File: src/hw/engine_pkg.sv
package engine_pkg;

	// lane geometry
	localparam int LANES   = 4;
	localparam int WORD_W  = 16;
	localparam int ACC_W   = 32;

	// operand memory
	localparam int ADDR_W  = 6;
	localparam int DEPTH   = 1 << ADDR_W; // 64 words per bank

	// window length is 2**klog2
	localparam int KLOG2_W = 2;
	localparam int CNT_W   = 1 << KLOG2_W; // wide enough for the longest window

	typedef logic signed [WORD_W-1:0] word_t;
	typedef word_t [LANES-1:0]        lane_vec_t; // one memory word
	typedef logic signed [ACC_W-1:0]  acc_t;
	typedef logic [ADDR_W-1:0]        addr_t;
	typedef logic [CNT_W-1:0]         cnt_t;

	typedef enum logic {
		POOL_MAX = 1'b0,
		POOL_AVG = 1'b1
	} pool_op_t;

	// upper clamp of the conv output
	localparam word_t SAT_MAX = word_t'(32767);

endpackage

File: src/hw/mem_arbiter.sv
`timescale 1ns/100ps

module mem_arbiter import engine_pkg::*; (
	input  logic  clk,
	input  logic  rst,
	// conv side
	input  logic  i_conv_req,
	input  addr_t i_conv_daddr,
	input  addr_t i_conv_waddr,
	// pool side
	input  logic  i_pool_req,
	input  addr_t i_pool_daddr,
	// grants and return strobes
	output logic  o_conv_gnt,
	output logic  o_pool_gnt,
	output logic  o_conv_rvalid,
	output logic  o_pool_rvalid,
	// to operand_mem
	output logic  o_rd_en,
	output addr_t o_rd_daddr,
	output addr_t o_rd_waddr
);

	logic last_conv; // conv won the previous grant

	// conv wins unless pool is waiting and conv had the last turn
	assign o_conv_gnt = i_conv_req & (~i_pool_req | ~last_conv);
	assign o_pool_gnt = i_pool_req & ~o_conv_gnt;

	assign o_rd_en    = o_conv_gnt | o_pool_gnt;
	assign o_rd_daddr = o_pool_gnt ? i_pool_daddr : i_conv_daddr;
	assign o_rd_waddr = i_conv_waddr; // pool has no weight read

	always_ff @(posedge clk or posedge rst) begin
		if (rst) begin
			last_conv <= 1'b0;
		end else if (o_conv_gnt) begin
			last_conv <= 1'b1;
		end else if (o_pool_gnt) begin
			last_conv <= 1'b0;
		end
	end

	// memory answers one cycle after the grant
	always_ff @(posedge clk or posedge rst) begin
		if (rst) begin
			o_conv_rvalid <= 1'b0;
			o_pool_rvalid <= 1'b0;
		end else begin
			o_conv_rvalid <= o_conv_gnt;
			o_pool_rvalid <= o_pool_gnt;
		end
	end

endmodule

File: config.mk
export PLATFORM = sky130hd
export DESIGN_NAME = mem_arbiter
export DESIGN_NICKNAME = d
export VERILOG_FILES = /design/src/hw/engine_pkg.sv /design/src/hw/mem_arbiter.sv
export SDC_FILE = /design/constraint.sdc
export NUM_CORES = 1
export LEC_CHECK = 0
export ABC_AREA = 1
export BUFFER_PORTS_ARGS = -buffer_cell sky130_fd_sc_hd__buf_2
export CELL_PAD_IN_SITES_DETAIL_PLACEMENT = 1
export CELL_PAD_IN_SITES_GLOBAL_PLACEMENT = 2
export CORE_UTILIZATION = 12
export CTS_BUF_LIST = sky130_fd_sc_hd__clkbuf_8 sky130_fd_sc_hd__clkbuf_16
export CTS_CLUSTER_SIZE = 12
export DETAILED_ROUTE_END_ITERATION = 6
export PLACE_DENSITY_LB_ADDON = 0.1
export SLEW_MARGIN = 20
export SYNTH_ARGS = -nofsm -noshare
export SYNTH_HDL_FRONTEND = slang
export SYNTH_SLANG_ARGS = --single-unit
File: constraint.sdc
create_clock -name clk -period 1.2 [get_ports clk]
set_input_delay 0.06 -clock clk [delete_from_list [all_inputs] [get_ports clk]]
set_output_delay 0.06 -clock clk [all_outputs]
set_load 0.01 [all_outputs]
==> run summary <==
Pre-antenna DRT Iters - 4
clock skew - 0.00205 ns
clock root cell - clkbuf_8
CP startpoint kind - flop
via/cell ratio - 3.51
Core Area - 0.00202 mm²
CP Buf/Inv Count - 1
die area - 0.00241 mm²
Routability Congestion - 0.562
Synth Register Bits - 3
RSZ-0062 raised after global routing - yes
WP data arrival - 1.13 ns
max-cap violation count - 0
drt total wl - 853 µm
setup bufs post-CTS - 0
clk_lat worst skew - 0.21 ns
first-pass GRT wire length - 1410 µm
Hold Slack - 0.120 ns
top-area cell type share of the netlist area - 0.282
CP Cell Sequence - o21ai_4 > nand2_1 > nand2_1 > buf_2
pwr dens - 1240 mW/mm²
Post-synth top flop - dfrtp_1
post-synthesis sequential area ratio - 0.282
FF+latch area - 76.3 µm²
share of cells above drive strength 1 - 0.548
Post-Synth Simple-Gate Area - 0.362
Mapped Area - 267 µm²
Routed WL per cell - 9.58 µm
fin. max-slew vios - 0
worst-path maximum fanout - 7
Setup crit end kind - primary output
synth warn - 0
Die Height - 49.1 µm
vias in the first global route - 332
gr ovfl total - 0
I/O Buffers - 26
Slowest-stage cell, CP - dfrtp_2
antenna violations before repair - 0
fillers - 263
worst-margin pin slew - 0.232 ns
Fin. Hold Viols - 0
Crit Reg-Reg Startpoint - last_conv$_DFFE_PP0P_
final-report setup violation count - 0
Pleak - 0.267 nW
synthesized area per cell - 7.01 µm²
clk sinks - 3
cell taking the most area after synthesis - dfrtp_1
Mapped Cells - 38
Final Util - 0.215
drt first-iter violations - 3
area of the multi-input gates - 120 µm²
Final min period - 1.19 ns
DRC errors left - 0
Final Cycle Share - 0.991
Critical path origin - last_conv$_DFFE_PP0P_
HP Class - in2out
Starting Density - 0.132
compound-gate portion of the synthesized area - 0.0892
htree depth - 1
Crit path top cell by count - nand2_1
post-synthesis async set-or-reset flop share - 1.00
normalized max-slew margin - 0.845
fmax - 841 MHz
Worst VDD drop - 0.374 mV
post-synthesis mux area share - 0
main combinational cell family by area after synthesis - simple AND/OR/NAND/NOR gates
IO Count - 39
setup ws final - 0.0107 ns
TritonCTS Buffers - 3
NumNets Final - 85
TritonCTS clock tree - built
n_diodes - 0
Final ANT Viol Nets - 0
total track usage - 0.0812
largest net degree at the start of global routing - 10
Post-synth EDFFs - 0
Critical Path RT - 1.14 ns
chip width - 49.1 µm
top post-synthesis cells by count - 13 x nand2_1, 7 x buf_4, 6 x nand3_1
Final HPWL DP - 692 µm
most instantiated library cell after synthesis - nand2_1
synth-to-layout area growth - 62.9%
top post-synthesis cells by area - dfrtp_1 28%, buf_4 20%, nand2_1 18%
CP delay by family, top - flip-flops
pre-CTS WS - 0.175 ns
critical path's largest stage delay - 0.42 ns
outcome - complete, no violations
Synth Area in XOR/XNOR - 0
Hold Startpoint - i_conv_waddr[4]
kind of critical path - reg2out
Adder-Cell Fraction of Synth Area - 0
clock buffer depth - 2
via count - 312
Core Rows - 16
syn_nets - 60
number of distinct library cells after synthesis - 10
Reg clk slew, reported paths - 0.03 ns
-- flip-flops by register name, indices dropped and copies added, names as in the netlist --
register / count
o_conv_rvalid: 1
last_conv: 1
o_pool_rvalid: 1
-- worst paths after layout --
kind                                            to  slack, ns  cells after the start
setup / recovery                     o_rd_daddr[3]       0.01                      4
hold / removal                       o_rd_waddr[4]       0.12                      0
setup reg to reg           o_pool_rvalid$_DFF_PP0_       0.34                      2
hold reg to reg              last_conv$_DFFE_PP0P_       0.56                      1
max in group asynchronous    last_conv$_DFFE_PP0P_       0.81                      3
min in group asynchronous  o_conv_rvalid$_DFF_PP0_       0.25                      3
-- through the flow --
step           instances  total power [mW]  instance area, µm²  setup TNS, ns
5_1_grt               89             0.581                 434         -0.466
2_1_floorplan         38             0.217                 267              0
4_1_cts               89             0.554                 433         -0.124
6_report              89             0.539                 434              0
3_5_place_dp          84             0.264                 378              0
3_3_place_gp          84             0.265                 378              0
-- power by group --
part           internal (mW)  switching, mW  total, mW
Combinational         0.0627         0.0766      0.139
Sequential             0.114        0.00864      0.122
Clock                  0.217         0.0605      0.278
-- layout by cell type (no fill, tap or decap), drive strengths merged --
| master | count |
|---|---|
| buf | 26 |
| clkbuf | 3 |
| dfrtp | 3 |
| dlygate4sd3 | 1 |
| inv | 6 |
| nand2 | 15 |
| nand3 | 6 |
| o21a | 1 |
| o21ai | 1 |
-- logic make-up (layout without fill, tap and decap cells) --
kind of cell    after synthesis  in the layout
flops                         3              3
simple gates                 21             21
buf+inv                      12             36
compound gates                2              2
-- metal layers --
metal,wire length (µm),up-vias,global-route usage,part of all wire
met5,0,-,0,0
met3,110,6,0.0436,0.13
met1,342,121,0.0768,0.40
met2,371,28,0.121,0.43
met4,28,0,0.0833,0.033
li1,-,157,-,-
-- final cells by class --
type	count	area share
Timing Repair Buffer	27	0.323
Clock inverter	1	0.00865
Multi-Input combinational cell	23	0.277
Sequential cell	3	0.176
Inverter	5	0.0432
Tap cell	27	0.0778
Clock buffer	3	0.0951
-- what timing repair did --
item	CTS	global route
endpoints found under the setup margin	7	7
pin swaps	3	3
resized for setup	0	1
hold buffers	1	0
cloned	0	0
hold endpoints to repair	3	0
No activity file was read; power rests on OpenSTA's default activity.
