--- config.mk ---
export PLATFORM = sky130hd
export DESIGN_NAME = conv_unit
export DESIGN_NICKNAME = d
export VERILOG_FILES = /design/src/hw/engine_pkg.sv /design/src/hw/conv_unit.sv
export SDC_FILE = /design/constraint.sdc
export NUM_CORES = 2
export LEC_CHECK = 0
export BUFFER_PORTS_ARGS = -buffer_cell sky130_fd_sc_hd__buf_2
export CORE_ASPECT_RATIO = 1.2
export CORE_UTILIZATION = 60
export DETAILED_ROUTE_END_ITERATION = 8
export PLACE_DENSITY = 0.81
export SYNTH_ARGS = -nofsm -noshare
export SYNTH_HDL_FRONTEND = slang
export SYNTH_SLANG_ARGS = --single-unit
--- constraint.sdc ---
create_clock -name clk -period 6.48 [get_ports clk]
set_input_delay 0.972 -clock clk [delete_from_list [all_inputs] [get_ports clk]]
set_output_delay 0.972 -clock clk [all_outputs]
set_load 0.01 [all_outputs]
--- src/hw/engine_pkg.sv ---
package engine_pkg;

	// lane geometry
	localparam int LANES   = 4;
	localparam int WORD_W  = 16;
	localparam int ACC_W   = 32;

	// operand memory
	localparam int ADDR_W  = 6;
	localparam int DEPTH   = 1 << ADDR_W; // 64 words per bank

	// window length is 2**klog2
	localparam int KLOG2_W = 2;
	localparam int CNT_W   = 1 << KLOG2_W; // wide enough for the longest window

	typedef logic signed [WORD_W-1:0] word_t;
	typedef word_t [LANES-1:0]        lane_vec_t; // one memory word
	typedef logic signed [ACC_W-1:0]  acc_t;
	typedef logic [ADDR_W-1:0]        addr_t;
	typedef logic [CNT_W-1:0]         cnt_t;

	typedef enum logic {
		POOL_MAX = 1'b0,
		POOL_AVG = 1'b1
	} pool_op_t;

	// upper clamp of the conv output
	localparam word_t SAT_MAX = word_t'(32767);

endpackage

--- src/hw/conv_unit.sv ---
`timescale 1ns/100ps

module conv_unit import engine_pkg::*; (
	input  logic               clk,
	input  logic               rst,
	// window command
	input  logic               i_start,
	input  addr_t              i_daddr,
	input  addr_t              i_waddr,
	input  logic [KLOG2_W-1:0] i_klog2,
	input  word_t              i_bias,
	// arbiter
	input  logic               i_gnt,
	input  logic               i_rvalid,
	input  lane_vec_t          i_rd_data,
	input  lane_vec_t          i_rd_weight,
	output logic               o_req,
	output addr_t              o_daddr,
	output addr_t              o_waddr,
	// result
	output logic               o_busy,
	output logic               o_valid,
	output word_t              o_result
);

	logic  accept;
	cnt_t  win_len;
	cnt_t  issue_left; // grants still to collect
	cnt_t  recv_left;  // words still to come back
	logic  fin;        // acc holds the full window
	word_t bias_q;
	acc_t  acc;
	acc_t  lane_sum;
	acc_t  biased;
	word_t relu_sat;

	assign accept  = i_start & ~o_busy;
	assign win_len = cnt_t'(1) << i_klog2;

	// dot product of one word pair across all lanes
	always_comb begin
		lane_sum = '0;
		for (int i = 0; i < LANES; i++) begin
			lane_sum = lane_sum +
				acc_t'(word_t'(i_rd_data[i])) * acc_t'(word_t'(i_rd_weight[i]));
		end
	end

	// bias, relu, clamp to positive word range
	always_comb begin
		biased = acc + acc_t'(bias_q);
		if (biased < 0)
			relu_sat = '0;
		else if (biased > acc_t'(SAT_MAX))
			relu_sat = SAT_MAX;
		else
			relu_sat = word_t'(biased);
	end

	always_ff @(posedge clk or posedge rst) begin
		if (rst) begin
			o_busy     <= 1'b0;
			o_req      <= 1'b0;
			o_valid    <= 1'b0;
			fin        <= 1'b0;
			issue_left <= '0;
			recv_left  <= '0;
		end else begin
			o_valid <= 1'b0;
			if (accept) begin
				o_busy     <= 1'b1;
				o_req      <= 1'b1;
				issue_left <= win_len;
				recv_left  <= win_len;
			end
			// issue side
			if (o_req && i_gnt) begin
				issue_left <= issue_left - 1'b1;
				if (issue_left == cnt_t'(1))
					o_req <= 1'b0; // last address granted
			end
			// receive side
			if (i_rvalid) begin
				recv_left <= recv_left - 1'b1;
				if (recv_left == cnt_t'(1))
					fin <= 1'b1;
			end
			if (fin) begin
				fin     <= 1'b0;
				o_busy  <= 1'b0;
				o_valid <= 1'b1;
			end
		end
	end

	// addresses, accumulator and result
	always_ff @(posedge clk) begin
		if (accept) begin
			o_daddr <= i_daddr;
			o_waddr <= i_waddr;
			bias_q  <= i_bias;
			acc     <= '0;
		end
		if (o_req && i_gnt) begin
			o_daddr <= o_daddr + 1'b1;
			o_waddr <= o_waddr + 1'b1;
		end
		if (i_rvalid)
			acc <= acc + lane_sum;
		if (fin)
			o_result <= relu_sat;
	end

endmodule

==> impl_metrics.env <==
export IMPL_path_class="in2reg"
export IMPL_hold_depth=1
export IMPL_rsz0062_at_grt="true"
export IMPL_critPathArrivalTime_ps=8670
export IMPL_portBuffers=193
export IMPL_fin_cells=6235
export IMPL_dr_max_layer_used="met5"
export IMPL_fp_dieH_um=306
export IMPL_hold_end="fin$_DFF_PP0_"
export IMPL_place_congestion=0.944
export IMPL_ios=194
export IMPL_n_fill_cell=5277
export IMPL_antenna_found_initial=11
export IMPL_path_clk_slew_ps=80
export IMPL_die_width_um=255
export IMPL_initial_core_util_pct=60.6
export IMPL_path_max_fanout=6
export IMPL_final_util_pct=69.7
export IMPL_yosysTopAreaCell="fa_1"
export IMPL_r2r_start="acc[15]$_SDFFCE_PN0P_"
export IMPL_yosys_warnings=0
export IMPL_drv_cap=0
export IMPL_violations="setup timing"
export IMPL_drt_met1_wl_um=45100
export IMPL_area_growth_pct=15.1
export IMPL_clock_sinks=88
export IMPL_worstMarginPinSlew_ps=960
export IMPL_min_period_over_period_pct=132
export IMPL_firstDrtPassIters=5
export IMPL_worstHoldPathType="reg2reg"
export IMPL_hold_start="recv_left[3]$_DFFE_PP0P_"
export IMPL_synth_top_area_share_pct=54.2
export IMPL_hold_viol=0
export IMPL_syn_avg_cell_area_um2=9.81
export IMPL_ff2ff_path_depth=21
export IMPL_grt_pass1_vias=38500
export IMPL_pre_cts_ws_ps=-2710
export IMPL_drc_errors=0
export IMPL_grt_pass1_wl_um=198000
export IMPL_period_needed_ps=8560
export IMPL_cp_depth=27
export IMPL_grt_max_degree=34
export IMPL_worstPathRequired_ps=6600
export IMPL_routedWlPerCell_um=19.8
export IMPL_drv_slew=0
export IMPL_start_kind="input port"
export IMPL_cp_top_family="adder cells"
export IMPL_via_per_inst=5.40
export IMPL_slowest_delay_ps=570
export IMPL_clockBufferDepth=2
export IMPL_clk_insertion_delay_late_ps=370
export IMPL_relSlewSlack_pct=36.0
export IMPL_final_setup_viol_count=27
export IMPL_finalClockSkew_ps=18.7
export IMPL_place_inst=6186
export IMPL_finalNetCount=6943
export IMPL_fin_ws_ps=-2080
export IMPL_cts_root_buf="clkbuf_16"
export IMPL_core_um2=76200
export IMPL_final_cell_mix="1,298 x inv_1, 1,196 x fa_1, 523 x and2_1, 451 x nand2_1, 422 x buf_4"
export IMPL_yosys_cell_types_count=73
export IMPL_wl_met2_um=64000
export IMPL_synth_area_um2=46200
export IMPL_drt_total_wl_um=123000
export IMPL_holdWs_ps=461
export IMPL_htreeDepth=3
export IMPL_status="complete, but fails checks"
export IMPL_drive_gt1_share_pct=17.3
export IMPL_ant_nets=0
export IMPL_synthFlopType="edfxtp_1"
export IMPL_worst_path_buf_inv=6
export IMPL_rr_endpoint="acc[30]$_SDFFCE_PN0P_"
export IMPL_dpl_hpwl_um=109000
export IMPL_first_iter_violations=2209
export IMPL_r2r_slack_ps=-570
export IMPL_synthTopCellsByArea="fa_1 54%, inv_1 11%, ha_1 8.8%"
export IMPL_grt_total_usage_pct=33.2
export IMPL_crit_path_end_kind="flip-flop"
export IMPL_synth_edf_count=76
export IMPL_syn_inst=4706
export IMPL_tritoncts="done"
export IMPL_numCtsBuffers=9
export IMPL_syn_nets=6445
export IMPL_row_count=111
export IMPL_vias=33700
export IMPL_seq_area_frac_synth_pct=5.59
export IMPL_ys_ff_latch=88
export IMPL_dr_wl_met3_um=7470
export IMPL_die_area_um2=78100
export IMPL_synthArstFlopShare_pct=13.6
export IMPL_cp_common_cell="fa_1"
export IMPL_final_common_cell="inv_1"
export IMPL_grt_overflow_total=0
export IMPL_cts_hold_buf=0
export IMPL_cp_slowest_cell="fa_1"
export IMPL_clock_fmax_mhz=117
stage by stage:
step,instance area (um2),TNS [ps]
after detailed placement,51500,-54180
after global placement,51500,-52210
final,53200,-42150
after CTS,52800,-39530
after floorplan,46900,-35140
after global routing,53200,-46350
timing repair:
item                                    CTS  global route
gates resized for setup                 204            87
endpoints found under the setup margin   27            27
pin swaps                               120            85
gates cloned                              1             0
setup buffers                            22             7
cell usage after synthesis (all sizes together), types with 14 or more instances:
library cell / count
ha: 325
clkbuf: 139
xor2: 31
nand3: 14
xnor2: 71
edfxtp: 76
nand2: 463
o21ai: 43
a21o: 30
fa: 1251
a41oi: 16
a21oi: 62
nand2b: 47
nor2: 80
inv: 1328
nor3: 15
and2: 561
per-layer routing:
| metal | up-vias | GRT usage (%) |
|---|---|---|
| li1 | 14500 | - |
| met2 | 1280 | 58.5 |
| met1 | 17400 | 40.1 |
| met3 | 437 | 4.69 |
| met4 | 16 | 15.0 |
| met5 | - | 0 |
state kept, by name, indices dropped and copies added, names as in the netlist:
| name | flops |
|---|---|
| fin | 1 |
| o_result | 16 |
| recv_left | 4 |
| o_valid | 1 |
| o_req | 1 |
| bias_q | 16 |
| acc | 32 |
| o_busy | 1 |
| o_waddr | 6 |
| o_daddr | 6 |
| issue_left | 4 |
logic make-up (layout without fill, tap and decap cells):
family | after synthesis | after routing | share of synthesized area, %
compound gates | 226 | 226 | 3.53
xor+xnor | 102 | 102 | 1.93
fa+ha+maj | 1576 | 1576 | 63.0
buf+inv | 1474 | 1977 | 12.0
flops | 88 | 88 | 5.59
mux | 9 | 9 | 0.200
other cells | 1 | 10 | 0.00812
simple gates | 1230 | 1230 | 13.7
cell type report:
| class | count | area [um2] | area share, % |
|---|---|---|---|
| diodes | 9 | 22.5 | 0.0424 |
| clock buffers | 9 | 225 | 0.424 |
| clock inverters | 7 | 73.8 | 0.139 |
| inverters | 1330 | 5000 | 9.41 |
| multi-input cells | 3144 | 39200 | 73.6 |
| flip-flops and latches | 88 | 2580 | 4.86 |
| well taps | 1017 | 1270 | 2.39 |
| repair buffers | 631 | 4840 | 9.10 |
worst register-to-register path, stage by stage (launching register included):
cell      delay [ps]
edfxtp_1         360
inv_1             60
fa_1             480
inv_1             60
fa_1             450
fa_1             540
inv_1             50
fa_1             500
fa_1             550
inv_1             50
fa_1             490
fa_2             580
fa_1             450
fa_1             500
ha_4             330
nand2_4           80
nor4b_4          410
o21a_1           230
a41o_1           260
nor3_4            60
o31ai_2          200
mux2i_1          230
worst max-delay path by stage:
stage | endpoint | start | slack, ps
6_report | acc[24]$_SDFFCE_PN0P_ | i_rd_data[40] | -2080
5_1_grt | acc[31]$_SDFFCE_PN0P_ | i_rd_data[63] | -2260
4_1_cts | acc[30]$_SDFFCE_PN0P_ | i_rd_data[63] | -1980
3_5_place_dp | acc[31]$_SDFFCE_PN0P_ | i_rd_weight[49] | -2710
3_3_place_gp | acc[30]$_SDFFCE_PN0P_ | i_rd_weight[32] | -2580
2_1_floorplan | acc[30]$_SDFFCE_PN0P_ | i_rd_data[47] | -2050
Power is not shown: default switching activity piles up to over one toggle a cycle in this logic, so the estimate is an artifact.
