--- src/hw/engine_pkg.sv ---
package engine_pkg;

	// lane geometry
	localparam int LANES   = 4;
	localparam int WORD_W  = 16;
	localparam int ACC_W   = 32;

	// operand memory
	localparam int ADDR_W  = 6;
	localparam int DEPTH   = 1 << ADDR_W; // 64 words per bank

	// window length is 2**klog2
	localparam int KLOG2_W = 2;
	localparam int CNT_W   = 1 << KLOG2_W; // wide enough for the longest window

	typedef logic signed [WORD_W-1:0] word_t;
	typedef word_t [LANES-1:0]        lane_vec_t; // one memory word
	typedef logic signed [ACC_W-1:0]  acc_t;
	typedef logic [ADDR_W-1:0]        addr_t;
	typedef logic [CNT_W-1:0]         cnt_t;

	typedef enum logic {
		POOL_MAX = 1'b0,
		POOL_AVG = 1'b1
	} pool_op_t;

	// upper clamp of the conv output
	localparam word_t SAT_MAX = word_t'(32767);

endpackage

--- src/hw/pool_unit.sv ---
`timescale 1ns/100ps

module pool_unit import engine_pkg::*; (
	input  logic               clk,
	input  logic               rst,
	// window command
	input  logic               i_start,
	input  addr_t              i_daddr,
	input  logic [KLOG2_W-1:0] i_klog2,
	input  pool_op_t           i_op,
	// arbiter
	input  logic               i_gnt,
	input  logic               i_rvalid,
	input  lane_vec_t          i_rd_data,
	output logic               o_req,
	output addr_t              o_daddr,
	// result
	output logic               o_busy,
	output logic               o_valid,
	output lane_vec_t          o_result
);

	logic               accept;
	cnt_t               win_len;
	cnt_t               issue_left;
	cnt_t               recv_left;
	logic               first; // next returned word opens the window
	logic               fin;
	logic [KLOG2_W-1:0] klog2_q;
	pool_op_t           op_q;
	acc_t               lane_acc  [LANES]; // running max or running sum
	acc_t               lane_next [LANES];
	lane_vec_t          pooled;

	assign accept  = i_start & ~o_busy;
	assign win_len = cnt_t'(1) << i_klog2;

	// per-lane update on each returned word
	always_comb begin
		for (int i = 0; i < LANES; i++) begin
			if (first)
				lane_next[i] = acc_t'(word_t'(i_rd_data[i]));
			else if (op_q == POOL_MAX)
				lane_next[i] = (acc_t'(word_t'(i_rd_data[i])) > lane_acc[i]) ?
					acc_t'(word_t'(i_rd_data[i])) : lane_acc[i];
			else
				lane_next[i] = lane_acc[i] + acc_t'(word_t'(i_rd_data[i]));
		end
	end

	// average is an arithmetic shift, max passes through
	always_comb begin
		for (int i = 0; i < LANES; i++) begin
			if (op_q == POOL_AVG)
				pooled[i] = word_t'(lane_acc[i] >>> klog2_q);
			else
				pooled[i] = word_t'(lane_acc[i]);
		end
	end

	always_ff @(posedge clk or posedge rst) begin
		if (rst) begin
			o_busy     <= 1'b0;
			o_req      <= 1'b0;
			o_valid    <= 1'b0;
			fin        <= 1'b0;
			first      <= 1'b0;
			issue_left <= '0;
			recv_left  <= '0;
		end else begin
			o_valid <= 1'b0;
			if (accept) begin
				o_busy     <= 1'b1;
				o_req      <= 1'b1;
				first      <= 1'b1;
				issue_left <= win_len;
				recv_left  <= win_len;
			end
			if (o_req && i_gnt) begin
				issue_left <= issue_left - 1'b1;
				if (issue_left == cnt_t'(1))
					o_req <= 1'b0;
			end
			if (i_rvalid) begin
				first     <= 1'b0;
				recv_left <= recv_left - 1'b1;
				if (recv_left == cnt_t'(1))
					fin <= 1'b1; // window complete
			end
			if (fin) begin
				fin     <= 1'b0;
				o_busy  <= 1'b0;
				o_valid <= 1'b1;
			end
		end
	end

	always_ff @(posedge clk) begin
		if (accept) begin
			o_daddr <= i_daddr;
			klog2_q <= i_klog2;
			op_q    <= i_op;
		end
		if (o_req && i_gnt)
			o_daddr <= o_daddr + 1'b1;
		if (i_rvalid)
			lane_acc <= lane_next;
		if (fin)
			o_result <= pooled;
	end

endmodule

--- config.mk ---
export PLATFORM = sky130hd
export DESIGN_NAME = pool_unit
export DESIGN_NICKNAME = d
export VERILOG_FILES = /design/src/hw/engine_pkg.sv /design/src/hw/pool_unit.sv
export SDC_FILE = /design/constraint.sdc
export NUM_CORES = 1
export LEC_CHECK = 0
export ABC_CLOCK_PERIOD_IN_PS = 11300
export BUFFER_PORTS_ARGS = -buffer_cell sky130_fd_sc_hd__buf_2
export CELL_PAD_IN_SITES_DETAIL_PLACEMENT = 1
export CELL_PAD_IN_SITES_GLOBAL_PLACEMENT = 2
export CORE_UTILIZATION = 42
export DETAILED_ROUTE_END_ITERATION = 8
export PLACE_DENSITY_LB_ADDON = 0.3
export SLEW_MARGIN = 15
export SYNTH_ARGS = -nofsm -noshare
export SYNTH_HDL_FRONTEND = slang
export SYNTH_SLANG_ARGS = --single-unit
--- constraint.sdc ---
create_clock -name clk -period 11.3 [get_ports clk]
set_input_delay 0.565 -clock clk [delete_from_list [all_inputs] [get_ports clk]]
set_output_delay 0.565 -clock clk [all_outputs]
set_load 0.005 [all_outputs]
==> flow_metrics.env, run 1 <==
export IMPL_rsz0062_at_grt="no"
export IMPL_nets=2657
export IMPL_globalRouteTotalUtil_pct=25.1
export IMPL_yosysTopAreaCell="edfxtp_1"
export IMPL_grt_pass1_vias=17500
export IMPL_synth_top_family_by_area="compound AO/OA/AOI/OAI gates"
export IMPL_crit_type="reg2reg"
export IMPL_synth_mux_area_share_pct=5.41
export IMPL_worst_pin_slew_ns=1.07
export IMPL_clkSinkCount=214
export IMPL_fmaxAchievable_mhz=259
export IMPL_rr_startpoint="lane_acc[33]$_DFFE_PP_"
export IMPL_async_flop_share_pct=6.07
export IMPL_yosysWarnings=0
export IMPL_hold_viol_final=0
export IMPL_cts_resized=0
export IMPL_dieArea_mm2=0.0478
export IMPL_io_pins=151
export IMPL_finalSetupViolCount=0
export IMPL_synth_edff_count=201
export IMPL_num_rows=78
export IMPL_pwr_density_cell_mw_per_mm2=156
export IMPL_dp_cells=2888
export IMPL_skew_ns=0.0141
export IMPL_p_leak_nw=9.40
export IMPL_drtPass1Iterations=5
export IMPL_yosysSeqAreaShare_pct=32.3
export IMPL_synth_top_cell_area_share_pct=30.6
export IMPL_cts_tree="built"
export IMPL_gp_congestion=0.888
export IMPL_syn_inst=2215
export IMPL_tns_ns=0
export IMPL_clockBufferDepth=3
export IMPL_finalHoldWorstSlack_ns=0.0375
export IMPL_synth_area_per_cell_um2=8.89
export IMPL_ant_nets=0
export IMPL_coreArea_mm2=0.0458
export IMPL_drc=0
export IMPL_end_kind="flip-flop"
export IMPL_detailed_place_hpwl_um=44800
export IMPL_worstPathRequired_ns=11.69
export IMPL_antenna_found_initial=5
export IMPL_viasPerCell=5.74
export IMPL_synthFlopType="edfxtp_1"
export IMPL_period_share_pct=34.2
export IMPL_synthTopCellsByArea="edfxtp_1, ha_1, a21oi_1"
export IMPL_portBuffers=150
export IMPL_ir_worst_vdd_mv=0.136
export IMPL_start_kind="flip-flop"
export IMPL_arrival_ns=4.25
export IMPL_drt_iter0_drc=897
export IMPL_syn_area_mm2=0.0197
export IMPL_ys_types=70
export IMPL_drive_above_1_share_pct=11.9
export IMPL_setup_worst_path_start="lane_acc[33]$_DFFE_PP_"
export IMPL_fin_util_pct=48.0
export IMPL_slew_headroom_pct=28.1
export IMPL_syn_to_final_growth_pct=11.5
export IMPL_grt_max_degree=102
export IMPL_path_clk_slew_ns=0.06
export IMPL_grt_pass1_wl_um=95700
export IMPL_clock_root_buffer="clkbuf_16"
export IMPL_overflow=0
export IMPL_htreeDepth=1
export IMPL_outcome="completed"
export IMPL_finalMaxSlewViolations=0
export IMPL_synth_compound_area_share_pct=20.6
export IMPL_hold_buffers=0
export IMPL_routedWlPerCell_um=20.6
export IMPL_clk_latency_ns=0.58
export IMPL_syn_nets=2554
export IMPL_drv_cap=0
export IMPL_final_cell_mix="ha_1, inv_1, a21oi_1"
export IMPL_synth_xor_area_share_pct=4.85
export IMPL_ys_ff_latch=214
export IMPL_cts_buffers=28
export IMPL_dieHeight_um=219
export IMPL_yosys_area_share_simple_pct=13.6
export IMPL_post_cts_buffers=0
export IMPL_synth_fa_ha_area_share_pct=16.7
export IMPL_fin_crit_ns=3.86
export IMPL_start_util_pct=43.0
export IMPL_num_vias=16900
export IMPL_die_x_um=219
export IMPL_mostFrequentLayoutCell="ha_1"
export IMPL_crit_fanout=5
export IMPL_stdcell_count=2942
export IMPL_drt_total_wl_um=60500
export IMPL_min_path_type="in2async"
-- critical path: stages (launching register included) --
cell and delay, ns:
edfxtp_1 0.45, inv_1 0.15, ha_1 0.27, nand2b_1 0.18
a221oi_1 0.54, o311ai_2 0.17, o211ai_1 0.39, a2111o_1 0.33
a31oi_4 0.14, o31ai_2 0.49, a2111oi_0 0.22, a311oi_1 0.33
-- cell usage after synthesis (5+ instances only) --
cell type,number
nand4_1,30
o221ai_1,6
o311ai_0,6
a22o_1,16
nor3b_1,5
o21ai_0,204
and3_1,7
xor2_1,18
inv_1,250
a31oi_1,13
edfxtp_1,201
o21a_1,12
nand3_1,30
nor3_1,42
nor2b_1,28
or3_1,15
or4_1,7
or2_2,8
buf_1,8
o21bai_1,41
and4_1,5
nor2_1,139
nand2b_1,34
a21o_1,27
nor4_1,22
mux4_2,40
nand2_1,184
xnor2_1,91
a211oi_1,21
ha_1,257
mux2i_1,13
o31a_1,5
a21oi_1,224
dfrtp_1,13
o211ai_1,27
clkbuf_1,85
o31ai_1,20
-- power by group --
part           leakage (nW)  switching (mW)  internal, mW  total (mW)
Combinational          6.89           0.808         0.537        1.34
Sequential             2.04           0.106          1.03        1.13
Clock                 0.464           0.387         0.554       0.941
-- metrics by stage --
step / total power, mW / area (um2) / setup slack [ns]
floorplan: 2.08 / 19700 / 7.23
CTS: 3.44 / 21900 / 7.47
global placement: 2.43 / 21000 / 7.38
finish: 3.42 / 22000 / 7.44
detailed placement: 2.48 / 21000 / 7.31
global route: 3.63 / 21900 / 7.31
-- cell families after synthesis --
family	after synthesis
xor gates and xnor gates	109
muxes	56
adders and majority gates	261
and+or+nand+nor	565
DFF	214
buffers and inverters	344
AOI/OAI and AO/OA	666
-- per-layer routing --
layer | vias up | GRT usage [%] | share of wire (%)
li1 | 8172 | - | -
met1 | 8372 | 33.7 | 47
met2 | 261 | 42.6 | 48
met3 | 76 | 2.94 | 3.6
met4 | 6 | 6.20 | 2.3
met5 | - | 0 | 0.066
-- final cells by class --
| class | count | area [um2] |
|---|---|---|
| Antenna cell | 2 | 5.00 |
| Clock buffer | 29 | 726 |
| Clock inverter | 23 | 215 |
| Fill cell | 5314 | 23800 |
| Inverter | 251 | 942 |
| Multi-Input combinational cell | 1657 | 12100 |
| Sequential cell | 214 | 6360 |
| Tap cell | 600 | 751 |
| Timing Repair Buffer | 166 | 871 |
-- worst paths after layout --
path / endpoint / slack (ns) / cells after the start
max: lane_acc[57]$_DFFE_PP_ / 7.44 / 11
min in group clk: op_q$_DFFE_PP_ / 0.18 / 1
max reg2reg: lane_acc[57]$_DFFE_PP_ / 7.44 / 11
min: fin$_DFF_PP0_ / 0.04 / 2
min reg2reg: fin$_DFF_PP0_ / 0.49 / 1
max in group asynchronous: fin$_DFF_PP0_ / 10.85 / 2
-- state kept, by name, summed over array words and instances (netlist names) --
register,cells
klog2_q,2
fin,1
op_q,1
o_result,64
o_valid,1
o_req,1
lane_acc,128
o_daddr,6
recv_left,4
issue_left,4
first,1
o_busy,1
(Power assumes the default switching activity.)
==> run 2: changes to the inputs <==
- ABC_CLOCK_PERIOD_IN_PS: 11300 -> 3600
- CORE_UTILIZATION: 42 -> 39
- clock period: 11.3 -> 3.6 ns (I/O delays scaled with it)
==> flow_metrics.env, run 2 (synthesis gave the netlist of run 1 again) <==
export IMPL_finalMaxSlewViolations=0
export IMPL_worst_pin_slew_ns=1.17
export IMPL_detailed_place_hpwl_um=44900
export IMPL_fin_crit_ns=3.41
export IMPL_largestRegisters="lane_acc x128, o_result x64, o_daddr x6"
export IMPL_cts_tree="built"
export IMPL_coreArea_mm2=0.0494
export IMPL_dieHeight_um=227
export IMPL_drtPass1Iterations=5
export IMPL_wl_met2_um=28800
export IMPL_syn_to_final_growth_pct=17.1
export IMPL_period_share_pct=94.7
export IMPL_path_clk_slew_ns=0.07
export IMPL_drive_above_1_share_pct=12.6
export IMPL_nets=2764
export IMPL_clkSinkCount=214
export IMPL_antenna_found_initial=3
export IMPL_rsz0062_at_grt="no"
export IMPL_pwr_share_seq_pct=33.4
export IMPL_mostFrequentLayoutCell="ha_1"
export IMPL_globalRouteTotalUtil_pct=23.4
export IMPL_p_leak_nw=9.85
export IMPL_grt_pass1_wl_um=96200
export IMPL_wl_met1_um=28900
export IMPL_gp_congestion=0.864
export IMPL_tns_ns=0
export IMPL_finalHoldWorstSlack_ns=0.0523
export IMPL_routedWlPerCell_um=19.4
export IMPL_end_kind="flip-flop"
export IMPL_clockBufferDepth=3
export IMPL_outcome="completed"
export IMPL_drt_total_wl_um=60400
export IMPL_pwr_density_cell_mw_per_mm2=461
export IMPL_worstPathRequired_ns=3.90
export IMPL_ant_nets=0
export IMPL_dieArea_mm2=0.0514
export IMPL_ir_worst_vdd_mv=0.384
export IMPL_pwr_share_comb_pct=40.8
export IMPL_power_net_switching_mw=4.04
export IMPL_routed_top_layer="met5"
export IMPL_io_pins=151
export IMPL_start_util_pct=39.9
export IMPL_num_vias=17100
export IMPL_clock_root_buffer="clkbuf_16"
export IMPL_drt_iter0_drc=917
export IMPL_htreeDepth=1
export IMPL_arrival_ns=3.71
export IMPL_overflow=0
export IMPL_swShare_pct=38.0
export IMPL_clk_latency_ns=0.60
export IMPL_dr_wl_met3_um=1970
export IMPL_post_cts_buffers=0
export IMPL_power_share_clock_pct=25.8
export IMPL_skew_ns=0.0270
export IMPL_slew_headroom_pct=22.0
export IMPL_portBuffers=150
export IMPL_cts_buffers=29
export IMPL_drv_cap=0
export IMPL_largest_register_ffs=128
export IMPL_num_rows=81
export IMPL_crit_fanout=5
export IMPL_fmaxAchievable_mhz=293
export IMPL_drc=0
export IMPL_grt_max_degree=83
export IMPL_p_int_mw=6.59
export IMPL_finalSetupViolCount=0
export IMPL_grt_pass1_vias=17600
export IMPL_top_register="lane_acc"
export IMPL_min_path_type="in2reg"
export IMPL_start_kind="flip-flop"
export IMPL_die_x_um=227
export IMPL_hold_viol_final=0
export IMPL_crit_type="reg2reg"
export IMPL_final_cell_mix="ha_1, inv_1, a21oi_1"
export IMPL_viasPerCell=5.51
-- run 2: final timing paths --
check / slack [ns] / cells after the start / startpoint / end
setup reg to reg: 0.19 / 11 / lane_acc[69]$_DFFE_PP_ / lane_acc[89]$_DFFE_PP_
setup / recovery: 0.19 / 11 / lane_acc[69]$_DFFE_PP_ / lane_acc[89]$_DFFE_PP_
hold reg to reg: 0.50 / 1 / recv_left[3]$_DFFE_PP0P_ / fin$_DFF_PP0_
min in group asynchronous: 0.21 / 3 / rst / recv_left[1]$_DFFE_PP0P_
hold / removal: 0.05 / 2 / i_rvalid / first$_DFFE_PP0P_
max in group asynchronous: 2.97 / 3 / rst / fin$_DFF_PP0_
-- run 2: what timing repair did --
action | CTS | global route
resized for setup | 0 | 5
hold buffers | 72 | 0
endpoints found under the setup margin | 0 | 7
endpoints found under the hold margin | 85 | 0
-- run 2: through the flow --
step | utilization (%) | power (mW) | worst slack [ns] | std cells | area [um2]
6_report | 46.7 | 10.6 | 0.191 | 3113 | 23100
5_1_grt | 46.7 | 11.3 | 0.00191 | 3112 | 23100
4_1_cts | 46.6 | 10.7 | 0.0408 | 3110 | 23000
3_5_place_dp | 43.4 | 7.82 | 0.0965 | 2986 | 21400
3_3_place_gp | 43.4 | 7.69 | 0.244 | 2986 | 21400
2_1_floorplan | - | 6.54 | 0.438 | 2215 | 19700
-- run 2: layout make-up --
type	instances	area [um2]
Antenna cell	3	7.51
Clock buffer	38	759
Clock inverter	14	110
Fill cell	5756	26300
Inverter	251	942
Multi-Input combinational cell	1657	12100
Sequential cell	214	6360
Tap cell	664	831
Timing Repair Buffer	272	1930
-- run 2: metal layers --
metal	vias up	GRT usage, %
li1	8381	-
met1	8446	31.8
met5	-	0
met2	269	40.4
met3	47	2.36
met4	2	3.60
-- run 2: power by group through the flow --
stage          combinational, mW  clock (mW)  sequential (mW)
6_report                    4.34        2.74             3.55
3_5_place_dp                4.22           0             3.60
4_1_cts                     4.33        2.83             3.55
3_3_place_gp                4.12           0             3.57
2_1_floorplan               3.06           0             3.49
5_1_grt                     4.84        2.90             3.60
-- run 2: worst max-delay path: stages, from the launching register on --
cell and delay (ns):
edfxtp_1 0.43, inv_1 0.12, ha_1 0.28, nor3b_1 0.18, or4_1 0.47, a31oi_1 0.27, o211ai_1 0.19, a21oi_1 0.31
nor2_1 0.13, o41ai_1 0.45, xor2_1 0.21, a21oi_1 0.09
==> run 3: changes to the inputs <==
- CORE_ASPECT_RATIO: unset -> 0.6
==> flow_metrics.env, run 3 (synthesis gave the netlist of run 1 again) <==
export IMPL_overflow=0
export IMPL_crit_type="reg2reg"
export IMPL_path_clk_slew_ns=0.06
export IMPL_pwr_share_seq_pct=33.4
export IMPL_clockBufferDepth=3
export IMPL_drt_iter0_drc=989
export IMPL_tns_ns=0
export IMPL_viasPerCell=5.62
export IMPL_swShare_pct=38.4
export IMPL_drt_total_wl_um=62900
export IMPL_top_register="lane_acc"
export IMPL_cpMaxStageDelayCell="nor4_1"
export IMPL_grt_pass1_wl_um=99000
export IMPL_skew_ns=0.0236
export IMPL_power_share_clock_pct=25.0
export IMPL_detailed_place_hpwl_um=47900
export IMPL_crit_chain="ha_1 > inv_1 > fa_1 > o21ba_2 > o311ai_1 > a221oi_1 > nor4_1 > o21ai_1 > and4_1 > or2_2 > mux2i_1 > o31ai_1"
export IMPL_io_pins=151
export IMPL_gr_usage_met1_pct=36.8
export IMPL_cts_tree="built"
export IMPL_end_kind="flip-flop"
export IMPL_clk_latency_ns=0.57
export IMPL_pre_cts_slack_ns=0.0611
export IMPL_globalRouteTotalUtil_pct=24.0
export IMPL_cts_buffers=26
export IMPL_grt_max_degree=68
export IMPL_max_stage_delay_ns=0.42
export IMPL_p_int_mw=6.54
export IMPL_fmaxAchievable_mhz=280
export IMPL_multi_input_area_mm2=0.0121
export IMPL_drtPass1Iterations=5
export IMPL_min_path_type="in2reg"
export IMPL_fillCellCount=5758
export IMPL_outcome="completed"
export IMPL_syn_to_final_growth_pct=16.7
export IMPL_worstPathRequired_ns=3.98
export IMPL_largestRegisters="lane_acc x128, o_result x64, o_daddr x6"
export IMPL_clkSinkCount=214
export IMPL_htreeDepth=1
export IMPL_grt_busiest_layer="met1"
export IMPL_crit_fanout=3
export IMPL_ant_nets=0
export IMPL_start_util_pct=39.7
export IMPL_drc=0
export IMPL_drv_cap=0
export IMPL_start_kind="flip-flop"
export IMPL_setup_ws_ns=0.0263
export IMPL_period_share_pct=99.3
export IMPL_power_net_switching_mw=4.08
export IMPL_dieHeight_um=176
export IMPL_finalSetupViolCount=0
export IMPL_nets=2760
export IMPL_coreArea_mm2=0.0496
export IMPL_gp_congestion=0.872
export IMPL_clock_root_buffer="clkbuf_16"
export IMPL_ir_worst_vdd_mv=0.341
export IMPL_pwr_density_cell_mw_per_mm2=462
export IMPL_drive_above_1_share_pct=12.7
export IMPL_routedWlPerCell_um=20.3
export IMPL_pwr_share_comb_pct=41.6
export IMPL_p_leak_nw=9.84
export IMPL_portBuffers=150
export IMPL_mostFrequentLayoutCell="ha_1"
export IMPL_num_rows=63
export IMPL_die_x_um=292
export IMPL_hold_viol_final=0
export IMPL_finalMaxSlewViolations=0
export IMPL_rsz0062_at_grt="yes"
export IMPL_largest_register_ffs=128
export IMPL_num_vias=17400
export IMPL_seqCellArea_mm2=0.00636
export IMPL_grt_pass1_vias=17400
export IMPL_antenna_found_initial=2
export IMPL_grtUsageMet2_pct=36.0
export IMPL_grt_use_met3_pct=2.44
export IMPL_slew_headroom_pct=27.2
export IMPL_post_cts_buffers=0
export IMPL_dieArea_mm2=0.0514
export IMPL_worst_pin_slew_ns=1.08
export IMPL_fin_crit_ns=3.57
export IMPL_final_cell_mix="ha_1, inv_1, a21oi_1"
export IMPL_arrival_ns=3.96
==> run 3: changes by cell type in the layout (fill, tap and decap cells not counted), sizes merged <==
| cell | before | now |
|---|---|---|
| inv | 253 | 252 |
| dlygate4sd3 | 72 | 70 |
| clkbuf | 38 | 30 |
| clkinvlp | 2 | 1 |
| diode | 3 | 4 |
| buf | 200 | 201 |
| clkinv | 9 | 13 |
| bufinv | 1 | 2 |
==> run 3: power by group through the flow <==
stage	Clock [mW]	Combinational [mW]	Sequential (mW)
global placement	0	4.16	3.56
CTS	2.74	4.38	3.54
detailed placement	0	4.28	3.59
finish	2.65	4.42	3.55
floorplan	0	3.06	3.49
global route	2.81	4.89	3.60
==> run 3: layout make-up <==
| type | instances | share of cell area [%] |
|---|---|---|
| Antenna cell | 4 | 0.0435 |
| Clock buffer | 30 | 2.99 |
| Clock inverter | 17 | 0.615 |
| Inverter | 251 | 4.10 |
| Multi-Input combinational cell | 1657 | 52.7 |
| Sequential cell | 214 | 27.7 |
| Tap cell | 650 | 3.54 |
| Timing Repair Buffer | 271 | 8.36 |
==> run 3: path summary, 6_finish.rpt <==
path	from	endpoint	cells past startpoint	slack, ns
setup / recovery	lane_acc[32]$_DFFE_PP_	lane_acc[58]$_DFFE_PP_	12	0.03
hold / removal	i_rd_data[8]	lane_acc[104]$_DFFE_PP_	3	0.03
setup reg to reg	lane_acc[32]$_DFFE_PP_	lane_acc[58]$_DFFE_PP_	12	0.03
hold reg to reg	recv_left[3]$_DFFE_PP0P_	fin$_DFF_PP0_	1	0.48
max in group asynchronous	rst	fin$_DFF_PP0_	3	2.95
min in group asynchronous	rst	o_busy$_DFFE_PP0P_	3	0.23
==> run 3: through the flow <==
stage / hold slack (ns) / power [mW] / std cells / area [um2] / util [%]
6_report: 0.0321 / 10.6 / 3094 / 23000 / 46.4
3_5_place_dp: 0.267 / 7.87 / 2973 / 21400 / 43.2
4_1_cts: 0.00379 / 10.7 / 3090 / 22900 / 46.3
5_1_grt: 0.0291 / 11.3 / 3091 / 23000 / 46.3
2_1_floorplan: 0.0570 / 6.54 / 2215 / 19700 / -
3_3_place_gp: 0.242 / 7.72 / 2973 / 21400 / 43.2
==> run 3: layer usage <==
metal | routed length [um] | share of wire [%]
met1 | 32100 | 51
met3 | 2850 | 4.5
met4 | 1330 | 2.1
met2 | 26600 | 42
met5 | 0 | 0
==> run 3: what timing repair did <==
action	CTS	global route
resized for setup	0	8
endpoints found under the setup margin	0	13
hold endpoints to repair	82	0
hold buffers	70	0
==> run 3: critical path, delay by kind of cell (launching register included) <==
| family | cells | cell delay, ns |
|---|---|---|
| multiplexers | 1 | 0.13 |
| buffers and inverters | 1 | 0.06 |
| AND/OR/NAND/NOR | 3 | 0.97 |
| AO/OA/AOI/OAI | 5 | 1.26 |
| adder cells (fa/ha/maj) | 2 | 0.60 |
| flip-flops | 1 | 0.37 |
